[config.mk]
export PLATFORM = sky130hd
export DESIGN_NAME = memoryPort
export DESIGN_NICKNAME = d
export VERILOG_FILES = /design/src/design/cachePkg.sv /design/src/design/memoryPort.sv
export SDC_FILE = /design/constraint.sdc
export NUM_CORES = 1
export LEC_CHECK = 0
export BUFFER_PORTS_ARGS = -buffer_cell sky130_fd_sc_hd__buf_2
export CAP_MARGIN = 0
export CELL_PAD_IN_SITES_DETAIL_PLACEMENT = 0
export CELL_PAD_IN_SITES_GLOBAL_PLACEMENT = 1
export CORE_AREA = 2 2 221 223
export CTS_BUF_LIST = sky130_fd_sc_hd__clkbuf_4 sky130_fd_sc_hd__clkbuf_8
export CTS_CLUSTER_SIZE = 28
export DETAILED_ROUTE_END_ITERATION = 12
export DIE_AREA = 0 0 223 225
export GPL_TIMING_DRIVEN = 0
export PLACE_DENSITY = 0.46
export SLEW_MARGIN = 20
export SYNTH_ARGS = -nofsm -noshare
export SYNTH_HDL_FRONTEND = slang
export SYNTH_SLANG_ARGS = --single-unit
[constraint.sdc]
create_clock -name clk -period 6.7 [get_ports clk]
set_input_delay 0.67 -clock clk [delete_from_list [all_inputs] [get_ports clk]]
set_output_delay 0.67 -clock clk [all_outputs]
set_load 0.01 [all_outputs]
[src/design/cachePkg.sv]
package cachePkg;

	// ----------------------------------------------------------
	// geometry
	// ----------------------------------------------------------
	localparam int addrWidth = 32;
	localparam int wordWidth = 32;
	localparam int lineWords = 4;
	localparam int offsetBits = $clog2(lineWords * wordWidth / 8); // byte offset in a line
	localparam int wordSelBits = $clog2(lineWords);

	typedef logic [addrWidth-1:0] addrT;
	typedef logic [wordWidth-1:0] wordT;
	typedef logic [lineWords*wordWidth-1:0] lineT; // word 0 in the low bits
	typedef logic [addrWidth-offsetBits-1:0] lineAddrT;

	// ----------------------------------------------------------
	// cpu and memory side bundles
	// ----------------------------------------------------------
	typedef enum logic [1:0] {
		opNone,
		opRead,
		opWrite,
		opInvalidate
	} cacheOpT;

	typedef struct packed {
		cacheOpT op;
		addrT addr;
		wordT wdata;
	} cpuReqT;

	typedef struct packed {
		logic hit;
		wordT rdata; // zero unless read
	} cpuRespT;

	// one whole line in either direction
	typedef struct packed {
		logic write;
		lineAddrT lineAddr;
		lineT line;
	} memReqT;

endpackage

[src/design/memoryPort.sv]
`timescale 1ns/1ps

module memoryPort (
	input logic clk,
	input logic reset,
	input logic memPortStart,
	input cachePkg::memReqT memPortReq,
	output logic memPortDone,
	output cachePkg::lineT fillLine,
	output cachePkg::memReqT memReq,
	output logic memReqValid,
	input logic memAck,
	input cachePkg::lineT memRdata
);

	logic accepted;

	assign accepted = memReqValid && memAck;

	// ----------------------------------------------------------
	// request level held until memory acknowledges
	// ----------------------------------------------------------
	always_ff @(posedge clk) begin
		if (reset) begin
			memReqValid <= 1'b0;
			memPortDone <= 1'b0;
		end else begin
			memPortDone <= accepted; // one cycle after the ack
			if (memPortStart) begin
				memReqValid <= 1'b1;
			end else if (accepted) begin
				memReqValid <= 1'b0;
			end
		end
	end

	// request and returned line
	always_ff @(posedge clk) begin
		if (memPortStart) begin
			memReq <= memPortReq;
		end
		if (accepted && !memReq.write) begin
			fillLine <= memRdata;
		end
	end

endmodule

==> flow_summary.json <==
{
  "crit_chain": "nand2_1 > nor2_4 > buf_16 > buf_12 > buf_16 > buf_16",
  "netSwitchingFraction_pct": 22.48,
  "p_int_mw": 3.221,
  "yosysMostFrequentCell": "edfxtp_1",
  "critPathMaxStageDelay_ps": 350,
  "critPathMostFrequentCell": "buf_16",
  "crit_path_start_kind": "register",
  "fmax_ghz": 0.5199,
  "ys_warn_count": 0,
  "grt_start_max_net_pins": 88,
  "synth_area_sq_um": 8628,
  "grt_antenna_before_repair": 28,
  "crit_slowest_cell": "dfxtp_1",
  "relSlewSlack_pct": 61.12,
  "fp.dieArea_sq_um": 50180,
  "syn_nets": 582,
  "hpwl_mm": 24.72,
  "hold_violations": 0,
  "io_pins": 576,
  "fin_cells": 1590,
  "rsz0062_at_grt": "false",
  "holdBufCountCts": 0,
  "placeableCoreArea_sq_um": 47550,
  "cts_tree": "done",
  "post-route-drc-count": 0,
  "synthFlopType": "edfxtp_1",
  "track_usage_pct": 11.89,
  "synth_top_family_by_area": "simple AND/OR/NAND/NOR gates",
  "synth_compound_area_share_pct": 0.1015,
  "power_mw": 4.155,
  "drtIter0Drc": 206,
  "synthAdderAreaFrac_pct": 0,
  "postCtsSetupRepairBufs": 0,
  "place_inst": 1490,
  "root_buffer": "clkbuf_8",
  "wl_per_cell_um": 19.58,
  "start_util_pct": 18.15,
  "status": "complete, no violations",
  "die_height_um": 225,
  "fin_area_sq_um": 13590,
  "place_area_sq_um": 12470,
  "synthArstFlopShare_pct": 0,
  "setup_violations": 0,
  "die_x_um": 223,
  "synth_top_cell_area_share_pct": 99.19,
  "vias_per_cell": 3.536,
  "ir_worst_vdd_mv": 0.1791,
  "whs_ps": 204.3,
  "cts.repair.resized": 0,
  "p_leak_nw": 5.655,
  "p_seq_share_pct": 50.8,
  "fillers": 4909,
  "grt_overflow": 0,
  "dr.pass1.iters": 4,
  "arrival_ps": 2230,
  "path_buf_inv": 4,
  "cts_max_level": 2,
  "ys_seq_elements": 287,
  "synthTopCellsByArea": "edfxtp_1 99%, dfxtp_1 0.46%, a21oi_2 0.10%",
  "syn_inst": 293,
  "grt_first_pass_wirelength_mm": 42.17,
  "cp.required_ps": 7010,
  "worstSkewPairLatency_ps": 640,
  "clk_path_buf_depth": 3,
  "fin_skew_ps": 37.35,
  "power.density_nw_per_um2": 305.8,
  "yosysSeqAreaShare_pct": 99.65,
  "synthMuxAreaShare_pct": 0,
  "p_comb_share_pct": 6.8,
  "antenna_left": 0,
  "cp-end-kind": "register",
  "synthSimpleGateAreaFrac_pct": 0.2030,
  "wirelength_mm": 31.13,
  "maxCapViolCount": 0,
  "timing.final.max_slew_violations": 0,
  "synth_xor_area_share_pct": 0,
  "power.switching_mw": 0.9340,
  "yosysUniqueCellTypes": 7,
  "nets": 1220,
  "area_growth_pct": 57.45,
  "finish.utilization_pct": 28.57,
  "grt_pass1_vias": 6114,
  "crit_family": "buffers and inverters",
  "cts_buffers": 54,
  "gp_congestion": 0.7640,
  "period_minus_slack_ps": 1923,
  "numPortBuffers": 575,
  "via_count": 5623,
  "postSynthAreaPerCell_sq_um": 29.45,
  "clk_pin_slew_worst_paths_ps": 60,
  "drive_gt1_share_pct": 69.21,
  "rows": 80,
  "yosys-top-cells-count": "285 x edfxtp_1, 2 x dfxtp_1, 2 x nor2_1",
  "crit_type": "register to register",
  "p_clk_share_pct": 42.4,
  "period_share_pct": 28.71,
  "yosysTopAreaCell": "edfxtp_1",
  "synth_edf_count": 285,
  "hold_class": "input port to register",
  "cts.sinks": 287,
  "worst_pin_slew_ps": 583.1,
  "crit_fanout": 24
}
## power groups by stage
stage,registers (mW),logic (mW),clock network (mW)
2_1_floorplan,2.20,0.00788,0
3_3_place_gp,2.15,0.283,0
3_5_place_dp,2.15,0.294,0
4_1_cts,2.11,0.294,1.86
5_1_grt,2.12,0.307,1.92
6_report,2.11,0.284,1.76
## stage by stage
stage                     TNS, ps  worst slack (ps)
after detailed placement        0              4394
final                           0              4777
after global placement    -374700             -2952
after CTS                       0              4709
after global routing            0              4649
after floorplan                 0             28.68
## final cells by class
class | count | area [sq um] | area share [%]
clock inverters | 20 | 211.5 | 1.556
flip-flops and latches | 287 | 8598 | 63.29
diodes | 7 | 17.52 | 0.1289
multi-input cells | 5 | 33.78 | 0.2487
well taps | 615 | 769.5 | 5.664
clock buffers | 73 | 885.9 | 6.521
inverters | 1 | 3.754 | 0.02763
repair buffers | 582 | 3065 | 22.56
## path summary, 6_finish.rpt
path / from / to / slack, ps / depth (start not counted)
worst max register to register: memReqValid / fillLine[3] / 4780 / 6
worst min-delay path: memPortReq[115] / memReq[115] / 200 / 1
worst min register to register: memReqValid / memReqValid / 500 / 2
worst max-delay path: memReqValid / fillLine[3] / 4780 / 6
## layout by cell type (no fill, tap or decap)
master and n:
a21oi_2 1, buf_12 2, buf_16 5, buf_2 574, buf_8 1, bufinv_16 4
clkbuf_4 19, clkbuf_8 54, clkinv_1 7, clkinv_2 6, clkinv_8 1, clkinvlp_4 1
dfxtp_1 2, diode_2 7, edfxtp_1 285, inv_1 1, inv_8 1, nand2_1 1
nand2b_1 1, nor2_1 1, nor2_4 1
## state kept, by name, summed over array words and instances (netlist names)
| name | count |
|---|---|
| fillLine | 128 |
| memPortDone | 1 |
| memReq | 157 |
| memReqValid | 1 |
## cell families (layout without fill, tap and decap cells)
family | after synthesis | in the layout
other | 0 | 7
buffers and inverters | 1 | 676
and+or+nand+nor | 4 | 4
AOI/OAI and AO/OA | 1 | 1
DFF | 287 | 287
## per-layer routing
metal | share of wire [%] | vias to the layer above | track usage, %
met5 | 0.34 | - | 0
met4 | 4.2 | 16 | 5.391
met3 | 14 | 99 | 7.340
met2 | 52 | 425 | 21.64
met1 | 30 | 2588 | 10.25
li1 | - | 2495 | -
No activity file was read; power rests on OpenSTA's default activity.
