### config.mk
export PLATFORM = sky130hd
export DESIGN_NAME = cacheController
export DESIGN_NICKNAME = d
export VERILOG_FILES = /design/src/design/cachePkg.sv /design/src/design/cacheController.sv
export SDC_FILE = /design/constraint.sdc
export NUM_CORES = 1
export LEC_CHECK = 0
export BUFFER_PORTS_ARGS = -buffer_cell sky130_fd_sc_hd__buf_4
export CORE_AREA = 10 10 240 242
export CTS_CLUSTER_DIAMETER = 150
export DETAILED_ROUTE_END_ITERATION = 16
export DIE_AREA = 0 0 250 252
export GPL_ROUTABILITY_DRIVEN = 0
export HOLD_SLACK_MARGIN = 0.15
export SLEW_MARGIN = 20
export SYNTH_ARGS = -nofsm -noshare
export SYNTH_HDL_FRONTEND = slang
export SYNTH_SLANG_ARGS = --single-unit
export TNS_END_PERCENT = 50
### constraint.sdc
create_clock -name clk -period 2.68 [get_ports clk]
set_clock_uncertainty 0.05 [all_clocks]
set_input_delay 0.402 -clock clk [delete_from_list [all_inputs] [get_ports clk]]
set_output_delay 0.402 -clock clk [all_outputs]
set_load 0.01 [all_outputs]
### src/design/cachePkg.sv
package cachePkg;

	// ----------------------------------------------------------
	// geometry
	// ----------------------------------------------------------
	localparam int addrWidth = 32;
	localparam int wordWidth = 32;
	localparam int lineWords = 4;
	localparam int offsetBits = $clog2(lineWords * wordWidth / 8); // byte offset in a line
	localparam int wordSelBits = $clog2(lineWords);

	typedef logic [addrWidth-1:0] addrT;
	typedef logic [wordWidth-1:0] wordT;
	typedef logic [lineWords*wordWidth-1:0] lineT; // word 0 in the low bits
	typedef logic [addrWidth-offsetBits-1:0] lineAddrT;

	// ----------------------------------------------------------
	// cpu and memory side bundles
	// ----------------------------------------------------------
	typedef enum logic [1:0] {
		opNone,
		opRead,
		opWrite,
		opInvalidate
	} cacheOpT;

	typedef struct packed {
		cacheOpT op;
		addrT addr;
		wordT wdata;
	} cpuReqT;

	typedef struct packed {
		logic hit;
		wordT rdata; // zero unless read
	} cpuRespT;

	// one whole line in either direction
	typedef struct packed {
		logic write;
		lineAddrT lineAddr;
		lineT line;
	} memReqT;

endpackage

### src/design/cacheController.sv
`timescale 1ns/1ps

module cacheController #(
	parameter int numSets = 16,
	localparam int indexBits = $clog2(numSets),
	localparam int tagBits = cachePkg::addrWidth - cachePkg::offsetBits - indexBits
) (
	input logic clk,
	input logic reset,
	input cachePkg::cpuReqT cpuReq,
	output cachePkg::cpuRespT cpuResp,
	output logic done,
	input logic hitValid,
	input logic hitWay,
	input logic victimWay,
	input logic victimDirty,
	input logic [tagBits-1:0] victimTag,
	output logic [indexBits-1:0] setIndex,
	output logic [tagBits-1:0] reqTag,
	output logic touch,
	output logic install,
	output logic markDirty,
	output logic invalidateWay,
	output logic accessWay,
	output logic [cachePkg::wordSelBits-1:0] wordSel,
	output logic wordWrite,
	output logic lineFill,
	output cachePkg::wordT writeWord,
	input cachePkg::wordT readWord,
	input cachePkg::lineT readLine,
	output logic memPortStart,
	output cachePkg::memReqT memPortReq,
	input logic memPortDone,
	input cachePkg::lineT fillLine
);
	import cachePkg::*;

	typedef enum logic [2:0] {
		idle,
		compare,
		writeBack,
		refill,
		respond
	} ctrlStateT;

	ctrlStateT state;
	ctrlStateT nextState;
	logic wayReg; // way picked at compare
	logic respHit;
	wordT respData;
	logic isRead;
	logic isWrite;
	logic isAccess;
	logic isInval;
	logic wbNeeded;
	lineAddrT reqLineAddr;

	// ----------------------------------------------------------
	// address split
	// ----------------------------------------------------------
	// the cpu holds the request until done
	assign isRead = cpuReq.op == opRead;
	assign isWrite = cpuReq.op == opWrite;
	assign isAccess = isRead || isWrite;
	assign isInval = cpuReq.op == opInvalidate;

	assign setIndex = cpuReq.addr[offsetBits +: indexBits];
	assign reqTag = cpuReq.addr[addrWidth-1 -: tagBits];
	assign wordSel = cpuReq.addr[offsetBits-1 -: wordSelBits];
	assign reqLineAddr = cpuReq.addr[addrWidth-1:offsetBits];
	assign writeWord = cpuReq.wdata;

	// hit way on a hit, lru victim otherwise
	assign accessWay = (state == compare) ? (hitValid ? hitWay : victimWay) : wayReg;

	assign done = state == respond;
	assign cpuResp.hit = respHit;
	assign cpuResp.rdata = respData;

	// victimDirty follows accessWay and so covers eviction and invalidate
	assign wbNeeded = (state == compare) && victimDirty;

	always_comb begin
		memPortReq.write = wbNeeded;
		memPortReq.lineAddr = wbNeeded ? {victimTag, setIndex} : reqLineAddr;
		memPortReq.line = readLine;
	end

	// ----------------------------------------------------------
	// state machine
	// ----------------------------------------------------------
	always_ff @(posedge clk) begin
		if (reset) begin
			state <= idle;
		end else begin
			state <= nextState;
		end
	end

	always_comb begin
		nextState = state;
		touch = 1'b0;
		install = 1'b0;
		markDirty = 1'b0;
		invalidateWay = 1'b0;
		wordWrite = 1'b0;
		lineFill = 1'b0;
		memPortStart = 1'b0;
		case (state)
			idle: begin
				if (cpuReq.op != opNone) begin
					nextState = compare;
				end
			end
			compare: begin
				if (isAccess && hitValid) begin
					touch = 1'b1;
					wordWrite = isWrite;
					markDirty = isWrite;
					nextState = respond;
				end else if (isAccess) begin
					memPortStart = 1'b1; // writeback or refill request
					nextState = victimDirty ? writeBack : refill;
				end else if (isInval && hitValid && victimDirty) begin
					memPortStart = 1'b1;
					nextState = writeBack;
				end else begin
					invalidateWay = isInval && hitValid; // clean or absent
					nextState = respond;
				end
			end
			writeBack: begin
				if (memPortDone) begin
					if (isInval) begin
						invalidateWay = 1'b1;
						nextState = respond;
					end else begin
						memPortStart = 1'b1; // now fetch the requested line
						nextState = refill;
					end
				end
			end
			refill: begin
				if (memPortDone) begin
					// fill, install and the word access share one edge
					lineFill = 1'b1;
					install = 1'b1;
					wordWrite = isWrite;
					markDirty = isWrite;
					nextState = respond;
				end
			end
			respond: nextState = idle;
			default: nextState = idle;
		endcase
	end

	// response payload
	always_ff @(posedge clk) begin
		if (state == compare) begin
			wayReg <= accessWay;
			respHit <= hitValid;
			respData <= (isRead && hitValid) ? readWord : '0;
		end
		if (state == refill && memPortDone && isRead) begin
			respData <= fillLine[wordSel*wordWidth +: wordWidth];
		end
	end

endmodule

==> metrics.md <==
| Metric | Value |
|---|---|
| First DRT Iteration DRCs | between 100 and 150 |
| Die ar. | between 0.06 and 0.07 mm2 |
| R2R Setup Slk | roughly 0.46 ns |
| Largest net degree at the start of global routing | 34 |
| Initial antenna violation count | 5 |
| Clock Latency Late Sink | ~0.30 ns |
| Syn Area/Cell | between 10 and 15 um2 |
| Synth cell types | 33 |
| Port bufs | 311 |
| Via Count | roughly 3,500 |
| Layout Nets | ~900 |
| Slew Viols, Final | 0 |
| Layout cells sized above 1 | 0.7671 |
| Arr. time, crit path | 2.08 ns |
| Fin Setup TNS | 0 ns |
| Part of the Yosys area used for sequential elements | 0.2450 |
| Max Freq | a little under 0.4 GHz |
| CTS Buf Count | 5 |
| Pleak | ~0.0026 uW |
| Tmin final | between 2 and 3 ns |
| Worst setup path startpoint | state[0]$_SDFFE_PP0P_ |
| Reg2reg path depth | 3 |
| Worst setup EP type | output port |
| Synth warn | 0 |
| Post-layout util | 0.1176 |
| Startpoint Class | register |
| First-pass GRT wire length | ~32 mm |
| Area share of the largest cell type after synthesis | 0.3368 |
| Met3 WL | just over 5 mm |
| CP Data Required Time | 2.23 ns |
| Post-DP HPWL | 21.73 mm |
| Slew HR | 0.4072 |
| Final Hold Fails | 0 |
| Critical path class | register to output port |
| Synth cell count leaders | 198 x buf_4, 34 x edfxtp_1, 32 x a22o_1, 32 x mux4_2, 19 x mux2_4 |
| WL met1 | between 6 and 7 mm |
| Routed vias/inst | between 2 and 3 |
| HP Class | primary input to register |
| Worst-Margin Slew | between 0.8 and 0.9 ns |
| Syn Inst Count | a little under 400 |
| DR pass1 iterations | 4 |
| Clk pin slew, worst setup/hold paths | about 0.07 ns |
| Detail Route Antenna Nets | 0 |
| Mapped Nets | between 700 and 800 |
| Hold Crit Depth | 2 |
| Ys async rst share | 0 |
| WHS Endpoint | state[1]$_SDFFE_PP0P_ |
| Worst slack, placed | approximately 0.44 ns |
| DRC | 0 |
| Top-count cell post-synth | buf_4 |
| Vert. Die Dim | 252 um |
| Longest Clk Path Bufs | 2 |
| Worst Path Max Fanout | 25 |
| Grt ovf | 0 |
| Area contributors post-synth | buf_4 34%, edfxtp_1 23%, mux4_2 16% |
| Hold Buf Count CTS | 0 |
| Die width | ~250 um |
| IO Pins | between 600 and 700 |
| Outcome | completed |
| Global-route usage over all layers | 0.07035 |
| Maximum VDD drop | about 260 uV |
| Max-cap viol count | 0 |
| Vias in the first global route | roughly 4,100 |
| Routed length per instance | 20.16 um |
| Pwr Total | around 2300 uW |
| Power per cell area | roughly 380 mW/mm2 |
| Synth area leader | buf_4 |
| Worst setup margin | 0.1431 ns |
| Fin cells | about 1,200 |
| Reg2Reg Launch Point | state[1]$_SDFFE_PP0P_ |
| # Post-CTS Setup Buffers | 0 |
| Setup-failing EPs final | 0 |
| Register bit count reported by yosys | 37 |
| Final WL | between 20 and 25 mm |
| Final worst-path cycle share | 0.9466 |
| Synthesized area | between 0.004 and 0.005 mm2 |
| Root Buffer Master | clkbuf_16 |
| Placed cells | between 1,000 and 1,500 |
| Main flop type after synthesis | edfxtp_1 |
| Clock sink count | 37 |
| Initial Util | 0.08414 |
| Number of synthesized flops with an enable pin | 34 |
| HP Start | reset |
| PostCTS Resize Cnt | 0 |
| Area grow syn2layout | 39.81% |
| WL met2 | around 11 mm |
| TritonCTS clock tree | built |
| RR Endpoint | respData[19]$_DFFE_PP_ |
| Core Box Area | 0.05245 mm2 |
| RSZ-0062 raised after global routing | false |
| H-tree Lvls | 2 |
| Uppermost layer routed | met5 |
| Row Count | 84 |
-- critical path, cell delays in order, from the launching register on --
cell	delay [ns]
dfxtp_1	0.47
nor3b_4	0.25
and2_4	0.48
mux2_2	0.40
buf_4	0.15
-- stage by stage --
step           cell area (um2)  hold slack [ns]
2_1_floorplan             4413           0.4211
3_3_place_gp              6000           0.5045
3_5_place_dp              6000           0.5366
4_1_cts                   6167           0.2243
5_1_grt                   6167           0.2410
6_report                  6170           0.2398
-- layout by cell type (no fill, tap or decap), drive strengths merged, types with 3 or more instances in the layout --
master	netlist	routed
ha	4	4
buf	214	315
and4b	3	3
clkbuf	3	6
o21ai	6	6
mux2	24	24
a22o	32	32
a21oi	3	3
mux4	32	32
nand2	5	5
inv	5	5
and2	3	3
nor2	4	4
nor2b	5	5
dfxtp	3	3
edfxtp	34	34
-- cells by family (layout without fill, tap and decap cells) --
group | after synthesis | after routing | synth area share
mux | 57 | 57 | 0.2430
compound gates | 46 | 46 | 0.08364
simple gates | 26 | 26 | 0.03799
flops | 37 | 37 | 0.2450
fa+ha+maj | 4 | 4 | 0.01134
buf+inv | 222 | 328 | 0.3791
other cells | 0 | 1 | 0
-- metal layers --
layer	GRT usage	up-vias
met5	0.0007710	-
met4	0.03425	4
met3	0.06570	72
met2	0.1162	457
met1	0.05524	1526
li1	-	1421
-- report_power, final --
group / total [uW] / switching (uW) / internal [uW]
Combinational: 876 / 357 / 520
Sequential: 744 / 31.2 / 713
Clock: 713 / 271 / 442
Total: 2330 / 659 / 1670
-- sequential cells by signal, indices dropped and copies added (netlist names) --
register / cells
state: 3
respHit: 1
respData: 32
wayReg: 1
-- worst max-delay path by stage --
stage	to	slack, ns	cells after the start
6_report	memPortReq[134]	0.14	4
5_1_grt	memPortReq[134]	0.02	4
4_1_cts	memPortReq[134]	0.10	4
3_5_place_dp	memPortReq[134]	0.44	4
3_3_place_gp	memPortReq[155]	0.49	4
2_1_floorplan	memPortReq[136]	0.74	6
-- area by class of cell --
type	count	area, um2
fillers	5996	46280
repair buffers	315	2377
multi-input cells	133	1662
flip-flops and latches	37	1081
well taps	688	860.8
clock buffers	6	128.9
clock inverters	2	38.79
inverters	5	18.77
diodes	1	2.502
No activity file was read; power rests on OpenSTA's default activity.
