$ cat config.mk
export PLATFORM = sky130hd
export DESIGN_NAME = tagStore
export DESIGN_NICKNAME = d
export VERILOG_FILES = /design/src/design/cachePkg.sv /design/src/design/tagStore.sv
export SDC_FILE = /design/constraint.sdc
export NUM_CORES = 1
export LEC_CHECK = 0
export ABC_CLOCK_PERIOD_IN_PS = 4100
export BUFFER_PORTS_ARGS = -buffer_cell sky130_fd_sc_hd__clkbuf_2
export CAP_MARGIN = 20
export CELL_PAD_IN_SITES_DETAIL_PLACEMENT = 0
export CELL_PAD_IN_SITES_GLOBAL_PLACEMENT = 1
export CORE_MARGIN = 2
export CORE_UTILIZATION = 50
export DETAILED_ROUTE_END_ITERATION = 12
export GPL_ROUTABILITY_DRIVEN = 0
export PLACE_DENSITY_LB_ADDON = 0.2
export SLEW_MARGIN = 40
export SYNTH_ARGS = -nofsm -noshare
export SYNTH_HDL_FRONTEND = slang
export SYNTH_SLANG_ARGS = --single-unit
$ cat constraint.sdc
create_clock -name clk -period 4.1 [get_ports clk]
set_input_delay 0.205 -clock clk [delete_from_list [all_inputs] [get_ports clk]]
set_output_delay 0.205 -clock clk [all_outputs]
set_load 0.02 [all_outputs]
$ cat src/design/cachePkg.sv
package cachePkg;

	// ----------------------------------------------------------
	// geometry
	// ----------------------------------------------------------
	localparam int addrWidth = 32;
	localparam int wordWidth = 32;
	localparam int lineWords = 4;
	localparam int offsetBits = $clog2(lineWords * wordWidth / 8); // byte offset in a line
	localparam int wordSelBits = $clog2(lineWords);

	typedef logic [addrWidth-1:0] addrT;
	typedef logic [wordWidth-1:0] wordT;
	typedef logic [lineWords*wordWidth-1:0] lineT; // word 0 in the low bits
	typedef logic [addrWidth-offsetBits-1:0] lineAddrT;

	// ----------------------------------------------------------
	// cpu and memory side bundles
	// ----------------------------------------------------------
	typedef enum logic [1:0] {
		opNone,
		opRead,
		opWrite,
		opInvalidate
	} cacheOpT;

	typedef struct packed {
		cacheOpT op;
		addrT addr;
		wordT wdata;
	} cpuReqT;

	typedef struct packed {
		logic hit;
		wordT rdata; // zero unless read
	} cpuRespT;

	// one whole line in either direction
	typedef struct packed {
		logic write;
		lineAddrT lineAddr;
		lineT line;
	} memReqT;

endpackage

$ cat src/design/tagStore.sv
`timescale 1ns/1ps

module tagStore #(
	parameter int numSets = 16,
	localparam int indexBits = $clog2(numSets),
	localparam int tagBits = cachePkg::addrWidth - cachePkg::offsetBits - indexBits
) (
	input logic clk,
	input logic reset,
	input logic [indexBits-1:0] setIndex,
	input logic [tagBits-1:0] reqTag,
	input logic accessWay,
	input logic touch,
	input logic install,
	input logic markDirty,
	input logic invalidateWay,
	output logic hitValid,
	output logic hitWay,
	output logic victimWay,
	output logic victimDirty,
	output logic [tagBits-1:0] victimTag
);

	logic [tagBits-1:0] tags [2][numSets];
	logic [1:0][numSets-1:0] valid;
	logic [1:0][numSets-1:0] dirty;
	logic [numSets-1:0] lru; // way to evict next
	logic [1:0] wayHit;

	// ----------------------------------------------------------
	// lookup
	// ----------------------------------------------------------
	always_comb begin
		for (int w = 0; w < 2; w++) begin
			wayHit[w] = valid[w][setIndex] && (tags[w][setIndex] == reqTag);
		end
	end

	assign hitValid = |wayHit;
	assign hitWay = wayHit[1];

	always_comb begin
		if (!valid[0][setIndex]) begin
			victimWay = 1'b0; // empty way first
		end else if (!valid[1][setIndex]) begin
			victimWay = 1'b1;
		end else begin
			victimWay = lru[setIndex];
		end
	end

	// state of the line the controller is working on
	assign victimDirty = valid[accessWay][setIndex] && dirty[accessWay][setIndex];
	assign victimTag = tags[accessWay][setIndex];

	// ----------------------------------------------------------
	// updates
	// ----------------------------------------------------------
	always_ff @(posedge clk) begin
		if (reset) begin
			valid <= '0;
			dirty <= '0;
			lru <= '0;
		end else begin
			if (install) begin
				valid[accessWay][setIndex] <= 1'b1;
				dirty[accessWay][setIndex] <= markDirty; // write miss lands dirty
			end else if (markDirty) begin
				dirty[accessWay][setIndex] <= 1'b1;
			end
			if (invalidateWay) begin
				valid[accessWay][setIndex] <= 1'b0;
				dirty[accessWay][setIndex] <= 1'b0;
			end
			if (touch || install) begin
				lru[setIndex] <= ~accessWay;
			end
		end
	end

	always_ff @(posedge clk) begin
		if (install) begin
			tags[accessWay][setIndex] <= reqTag;
		end
	end

endmodule

==> run_results.csv, run 1 <==
group,metric,value,unit
logic_synthesis,synth_edf_count,768,
logic_synthesis,synthArstFlopShare,0,
floorplan,die_y,270,µm
logic_synthesis,ys_top_cells_by_count,"edfxtp_1 (768), mux4_2 (198), nor2_1 (176)",
sta,setup_violations,0,
drt,drt-initial-drc-count,2412,
clock_tree,cts-root-buf,"clkbuf_16",
cells_and_area,fin_nets,2243,
clock_tree,clk_path_buf_depth,3,
critical_path,cp_data_arrival_time,3740,ps
worst_hold_path,whs_path_depth,1,
critical_path,cp.required,3890,ps
logic_synthesis,synth_largest_type_area_fraction,0.652,
logic_synthesis,synth_area_leaders,"edfxtp_1 (65%), mux4_2 (13%), dfxtp_1 (4.5%)",
power,p_per_area,462,nW/µm²
sta,period_needed,3940,ps
run_status,run_status,"complete, no violations",
logic_synthesis,syn_nets,2089,
logic_synthesis,synthCells,2054,
logic_synthesis,ys_ff_latch,848,
floorplan,start_util,0.505,
sta,fmax,254,MHz
power,p_leak,13.4,nW
grt,grt_pass1_vias,19900,
power,vdd_drop_max,0.333,mV
floorplan,dieArea,72900,µm²
logic_synthesis,synthesis.area,35400,µm²
clock_tree,tritoncts,"done",
sta,rsz0062_at_grt,"false",
drt,drt-vias-per-instance,6.31,
placed_design,hpwl,62900,µm
grt,grt_util_met1,0.409,
grt,grt_pass1_wl,145000,µm
logic_synthesis,yosysMostFrequentCell,"edfxtp_1",
cells_and_area,area.growth.synth_to_final,14.1,%
cells_and_area,layout-drive-gt1-share,0.250,
worst_hold_path,min-delay-start,"reqTag[6]",
grt,antenna_found_initial,3,
floorplan,rows,97,
logic_synthesis,synth_largest_area_cell,"edfxtp_1",
clock_tree,clk_pin_slew_worst_paths,60,ps
flow_run,drv_cap,0,
logic_synthesis,yosysUniqueCellTypes,65,
clock_tree,cts_inserted_buffers,87,
critical_path,reg2reg_from,"dirty[8]",
sta,max-slew-margin-rel,0.463,
logic_synthesis,synth.avg_cell_area,17.2,µm²
critical_path,rr_endpoint,"dirty[8]",
drt,routed_wl,102000,µm
drt,vias,20300,
critical_path,worst-path-max-fanout,60,
sta,fin_setup_tns,0,ps
floorplan,core,70000,µm²
floorplan,io-pin-count,63,
grt,grt_usage,0.280,
grt,use_met2,0.441,
critical_path,reg2reg_slack,3090,ps
drt,final_antenna_net_count,0,
grt,top_usage_layer,"met2",
critical_path,critical_path.startpoint_type,"input pin",
sta,final_max_slew_viol_count,0,
critical_path,path_class,"input pin to output pin",
drt,dr.pass1.iters,6,
floorplan,chipWidth,270,µm
critical_path,end_kind,"output pin",
sta,clock-skew-final,0,ps
worst_hold_path,hold_path_end,"tags[0][30]",
clock_tree,post-cts-setup-buffers,0,
worst_hold_path,hold_class,"input pin to register",
grt,grt_overflow_total,0,
placed_design,io_buffers,62,
cells_and_area,fill_cells,5366,
logic_synthesis,synth-seq-area-share,0.697,
grt,grt_max_degree,61,
critical_path,cp-startpoint,"setIndex[1]",
sta,fin_crit_sh,0.962,
clock_tree,cts.sinks,848,
critical_path,reg2reg_depth,5,
logic_synthesis,synth_ff_type,"edfxtp_1",
sta,worst_pin_slew,806,ps
clock_tree,htreeDepth,3,
grt,met3_usage,0.0490,
drt,drc,0,
drt,routedWlPerCell,31.6,µm
clock_tree,clock_latency,620,ps
sta,final_hold_viol_count,0,
cells_and_area,postLayoutCoreUtil,0.577,
logic_synthesis,ys_warn_count,0,
[worst max path at each step]
| stage | end | slack (ps) | cells after the start |
|---|---|---|---|
| floorplan | tags[1][192] | 1160 | 9 |
| global placement | hitValid | 350 | 11 |
| detailed placement | hitValid | 330 | 11 |
| CTS | hitValid | 70 | 9 |
| global route | hitValid | 50 | 9 |
| finish | hitValid | 160 | 10 |
[logic make-up after synthesis]
family / count (synthesis) / share of synthesized area
mux: 332 / 0.167
compound gates: 275 / 0.0516
xor+xnor: 45 / 0.0111
simple gates: 379 / 0.0487
flops: 848 / 0.697
buf+inv: 175 / 0.0243
[cells in the final DEF, fill, tap and decap left out, types with 5 or more instances in the layout]
cell	synthesis	final
mux2i_1	108	108
xor2_1	17	17
nor2_1	176	176
nand2b_1	11	11
clkbuf_2	0	54
nand4_1	5	5
nor2b_1	40	40
buf_12	2	32
and3_2	0	7
nand2_1	85	85
clkbuf_1	53	14
a311oi_1	10	10
mux4_1	5	5
o211ai_1	10	10
nand3_1	7	7
o21ai_0	32	32
a21oi_1	97	97
a221oi_1	14	14
bufinv_16	0	8
clkinv_2	0	14
clkinv_1	1	28
edfxtp_1	768	768
clkbuf_16	0	89
mux4_2	198	198
a22oi_1	10	10
buf_4	11	101
nor3_1	7	7
o22ai_1	19	19
inv_1	47	47
and2_2	0	24
mux2_2	20	20
dfxtp_1	80	80
a211oi_1	45	45
xnor2_1	28	28
[metrics by stage]
step / power, W / hold slack (ps) / instances / worst slack [ps] / instance area [µm²]
6_report: 0.0187 / 40.6 / 3218 / 157 / 40400
5_1_grt: 0.0192 / 24.6 / 3217 / 51.2 / 40400
4_1_cts: 0.0187 / 4.16 / 3216 / 70.1 / 40400
3_5_place_dp: 0.0111 / 491 / 3059 / 334 / 37600
3_3_place_gp: 0.0111 / 477 / 3059 / 352 / 37600
2_1_floorplan: 0.0105 / 304 / 2054 / 1160 / 35400
[metal layers]
layer / part of all wire / wire length (µm)
met3: 0.086 / 8720
met1: 0.41 / 42100
met5: 0 / 0
met2: 0.47 / 48300
met4: 0.025 / 2550
[critical path, cell delays in order]
cell and delay (ps):
buf_8 460, buf_4 420, mux4_2 420, a22oi_1 220
o211ai_1 120, o31ai_1 590, o2111ai_1 310, a2111oi_4 490
a41o_1 250, clkbuf_2 200
[registers in the layout, indices dropped and copies added (netlist names)]
signal  cells
tags      768
dirty      32
lru        16
valid      32
[power breakdown]
group / switching [W] / total, W / internal (W)
clock: 0.00322 / 0.00767 / 0.00445
sequential: 0.0000274 / 0.00955 / 0.00952
combinational: 0.000915 / 0.00143 / 0.000512
[layout make-up]
class                   count  area, µm²  area share
diodes                      2       5.00    0.000124
clock buffers             103       2280      0.0565
clock inverters            54        448      0.0111
inverters                  48        183     0.00452
multi-input cells        1031       9910       0.245
flip-flops and latches    848      24700       0.611
well taps                 940       1180      0.0291
repair buffers            192       1710      0.0424
[what timing repair did]
action,CTS,global route
hold buffers,0,0
setup endpoints to repair,0,2
resized for setup,0,1
Note: power is estimated with default switching activity, not from simulation.
==> run 2, diff against run 1 <==
--- a/config.mk
+++ b/config.mk
@@ -5,7 +5,7 @@
 export SDC_FILE = /design/constraint.sdc
 export NUM_CORES = 1
 export LEC_CHECK = 0
-export ABC_CLOCK_PERIOD_IN_PS = 4100
+export ABC_CLOCK_PERIOD_IN_PS = 3740
 export BUFFER_PORTS_ARGS = -buffer_cell sky130_fd_sc_hd__clkbuf_2
 export CAP_MARGIN = 20
 export CELL_PAD_IN_SITES_DETAIL_PLACEMENT = 0
@@ -15,6 +15,7 @@
 export DETAILED_ROUTE_END_ITERATION = 12
 export GPL_ROUTABILITY_DRIVEN = 0
 export PLACE_DENSITY_LB_ADDON = 0.2
+export SKIP_LAST_GASP = 1
 export SLEW_MARGIN = 40
 export SYNTH_ARGS = -nofsm -noshare
 export SYNTH_HDL_FRONTEND = slang
==> constraint.sdc (replaced) <==
create_clock -name clk -period 3.74 [get_ports clk]
set_input_delay 0.187 -clock clk [delete_from_list [all_inputs] [get_ports clk]]
set_output_delay 0.187 -clock clk [all_outputs]
set_load 0.02 [all_outputs]
==> run_results.csv, run 2 (synthesis gave the netlist of run 1 again) <==
group,metric,value,unit
run_status,run_status,"complete, but fails checks",
run_status,failed_checks,"setup timing",
clock_tree,clk_path_buf_depth,3,
grt,grt_usage,0.284,
clock_tree,cts_inserted_buffers,87,
worst_hold_path,hold_class,"input pin to register",
cells_and_area,top_register,"tags",
sta,period_needed,3760,ps
drt,drt-initial-drc-count,2566,
clock_tree,clock_latency,620,ps
clock_tree,htreeDepth,3,
cells_and_area,final_cell_mix,"edfxtp_1 (768), mux4_2 (199), nor2_1 (175), buf_4 (110), mux2i_1 (102)",
floorplan,chipWidth,270,µm
grt,grt_pass1_vias,20400,
power,p_leak,13.6,nW
critical_path,cp.required,3550,ps
drt,final_antenna_net_count,0,
cells_and_area,final_common_cell,"edfxtp_1",
critical_path,reg2reg_from,"dirty[3]",
cells_and_area,reg_top3,"tags: 768 flops, dirty: 32 flops, valid: 32 flops",
critical_path,worst-path-max-fanout,2,
cells_and_area,largest_register_ffs,768,
sta,worst_pin_slew,834,ps
sta,final_max_slew_viol_count,0,
flow_run,drv_cap,0,
drt,vias,20400,
clock_tree,cts.sinks,848,
floorplan,start_util,0.505,
cells_and_area,layout-drive-gt1-share,0.265,
critical_path,cp-startpoint,"tags[0][128]",
cells_and_area,fin_nets,2270,
drt,routedWlPerCell,31.8,µm
placed_design,dp_slack,13.0,ps
grt,grt_pass1_wl,147000,µm
grt,antenna_found_initial,2,
sta,setup_ws,-21.6,ps
sta,clock-skew-final,0,ps
clock_tree,cts-root-buf,"clkbuf_16",
sta,rsz0062_at_grt,"true",
placed_design,io_buffers,62,
sta,hold_ws,29.0,ps
critical_path,critical_path.startpoint_type,"register",
cells_and_area,post_layout_nonfiller_instances,3245,
floorplan,rows,97,
cells_and_area,fill_cells,5277,
sta,max-slew-margin-rel,0.444,
grt,grt_max_degree,81,
cells_and_area,area.growth.synth_to_final,15.7,%
critical_path,path_class,"register to output pin",
drt,routed_wl,103000,µm
clock_tree,tritoncts,"done",
placed_design,dp_cells,3084,
drt,drc,0,
sta,setup_violations,1,
floorplan,io-pin-count,63,
clock_tree,clk_pin_slew_worst_paths,60,ps
drt,dr.pass1.iters,6,
floorplan,die_y,270,µm
worst_hold_path,min-delay-start,"reqTag[2]",
power,p_per_area,504,nW/µm²
floorplan,core,70000,µm²
sta,fin_crit_sh,1.01,
clock_tree,post-cts-setup-buffers,0,
drt,drt-vias-per-instance,6.29,
critical_path,end_kind,"output pin",
power,vdd_drop_max,0.341,mV
floorplan,dieArea,72900,µm²
critical_path,cp_data_arrival_time,3570,ps
sta,final_hold_viol_count,0,
placed_design,hpwl,63000,µm
sta,fmax,266,MHz
grt,grt_overflow_total,0,
[run 2: metal layers]
metal	vias up	global-route usage	wire [µm]
li1	8509	-	-
met1	10700	0.392	40800
met2	1069	0.452	49200
met3	173	0.0668	10100
met4	0	0.0864	2940
met5	-	0	0
[run 2: area by class of cell]
class,instances,area [µm²],area share
inverter,48,183,0.00446
multi-input combinational,1031,10000,0.245
timing repair buffer,219,2130,0.0521
antenna,2,5.00,0.000122
clock inverter,43,419,0.0102
sequential,848,24700,0.602
tap,940,1180,0.0287
clock buffer,114,2350,0.0574
[run 2: worst max-delay path, stage by stage, from the launching register on]
cell and delay [ps]:
edfxtp_1 380, mux4_2 500, mux2i_4 230, xor2_2 270, o211ai_1 140, o21ai_1 100
nand4_1 280, nor4b_4 500, a41o_1 340, clkbuf_8 180
[run 2: metrics by stage]
stage	setup TNS [ps]	power, W	util	instance area, µm²
after floorplan	0	0.0116	-	35400
after global placement	0	0.0122	0.543	38000
after detailed placement	0	0.0123	0.543	38000
after CTS	-1.50	0.0207	0.584	40900
after global routing	-120	0.0212	0.585	40900
final	-21.6	0.0206	0.585	40900
[run 2: worst paths after layout]
kind,end,slack [ps],cells after the start
setup / recovery,hitValid,-20,9
hold / removal,tags[1][362],30,1
setup reg to reg,dirty[3],2700,5
hold reg to reg,lru[15],500,2
[run 2: what timing repair did]
item | 4_1_cts | 5_1_grt
hold buffers | 2 | 0
hold endpoints to repair | 3 | 0
setup endpoints to repair | 2 | 2
pin swaps | 2 | 6
resized for setup | 17 | 11
[run 2: power breakdown]
| group | internal [W] | leakage, nW | switching (W) |
|---|---|---|---|
| Clock | 0.00497 | 1.36 | 0.00353 |
| Sequential | 0.0104 | 7.56 | 0.0000302 |
| Combinational | 0.000611 | 4.65 | 0.00103 |
| Total | 0.0160 | 13.6 | 0.00459 |
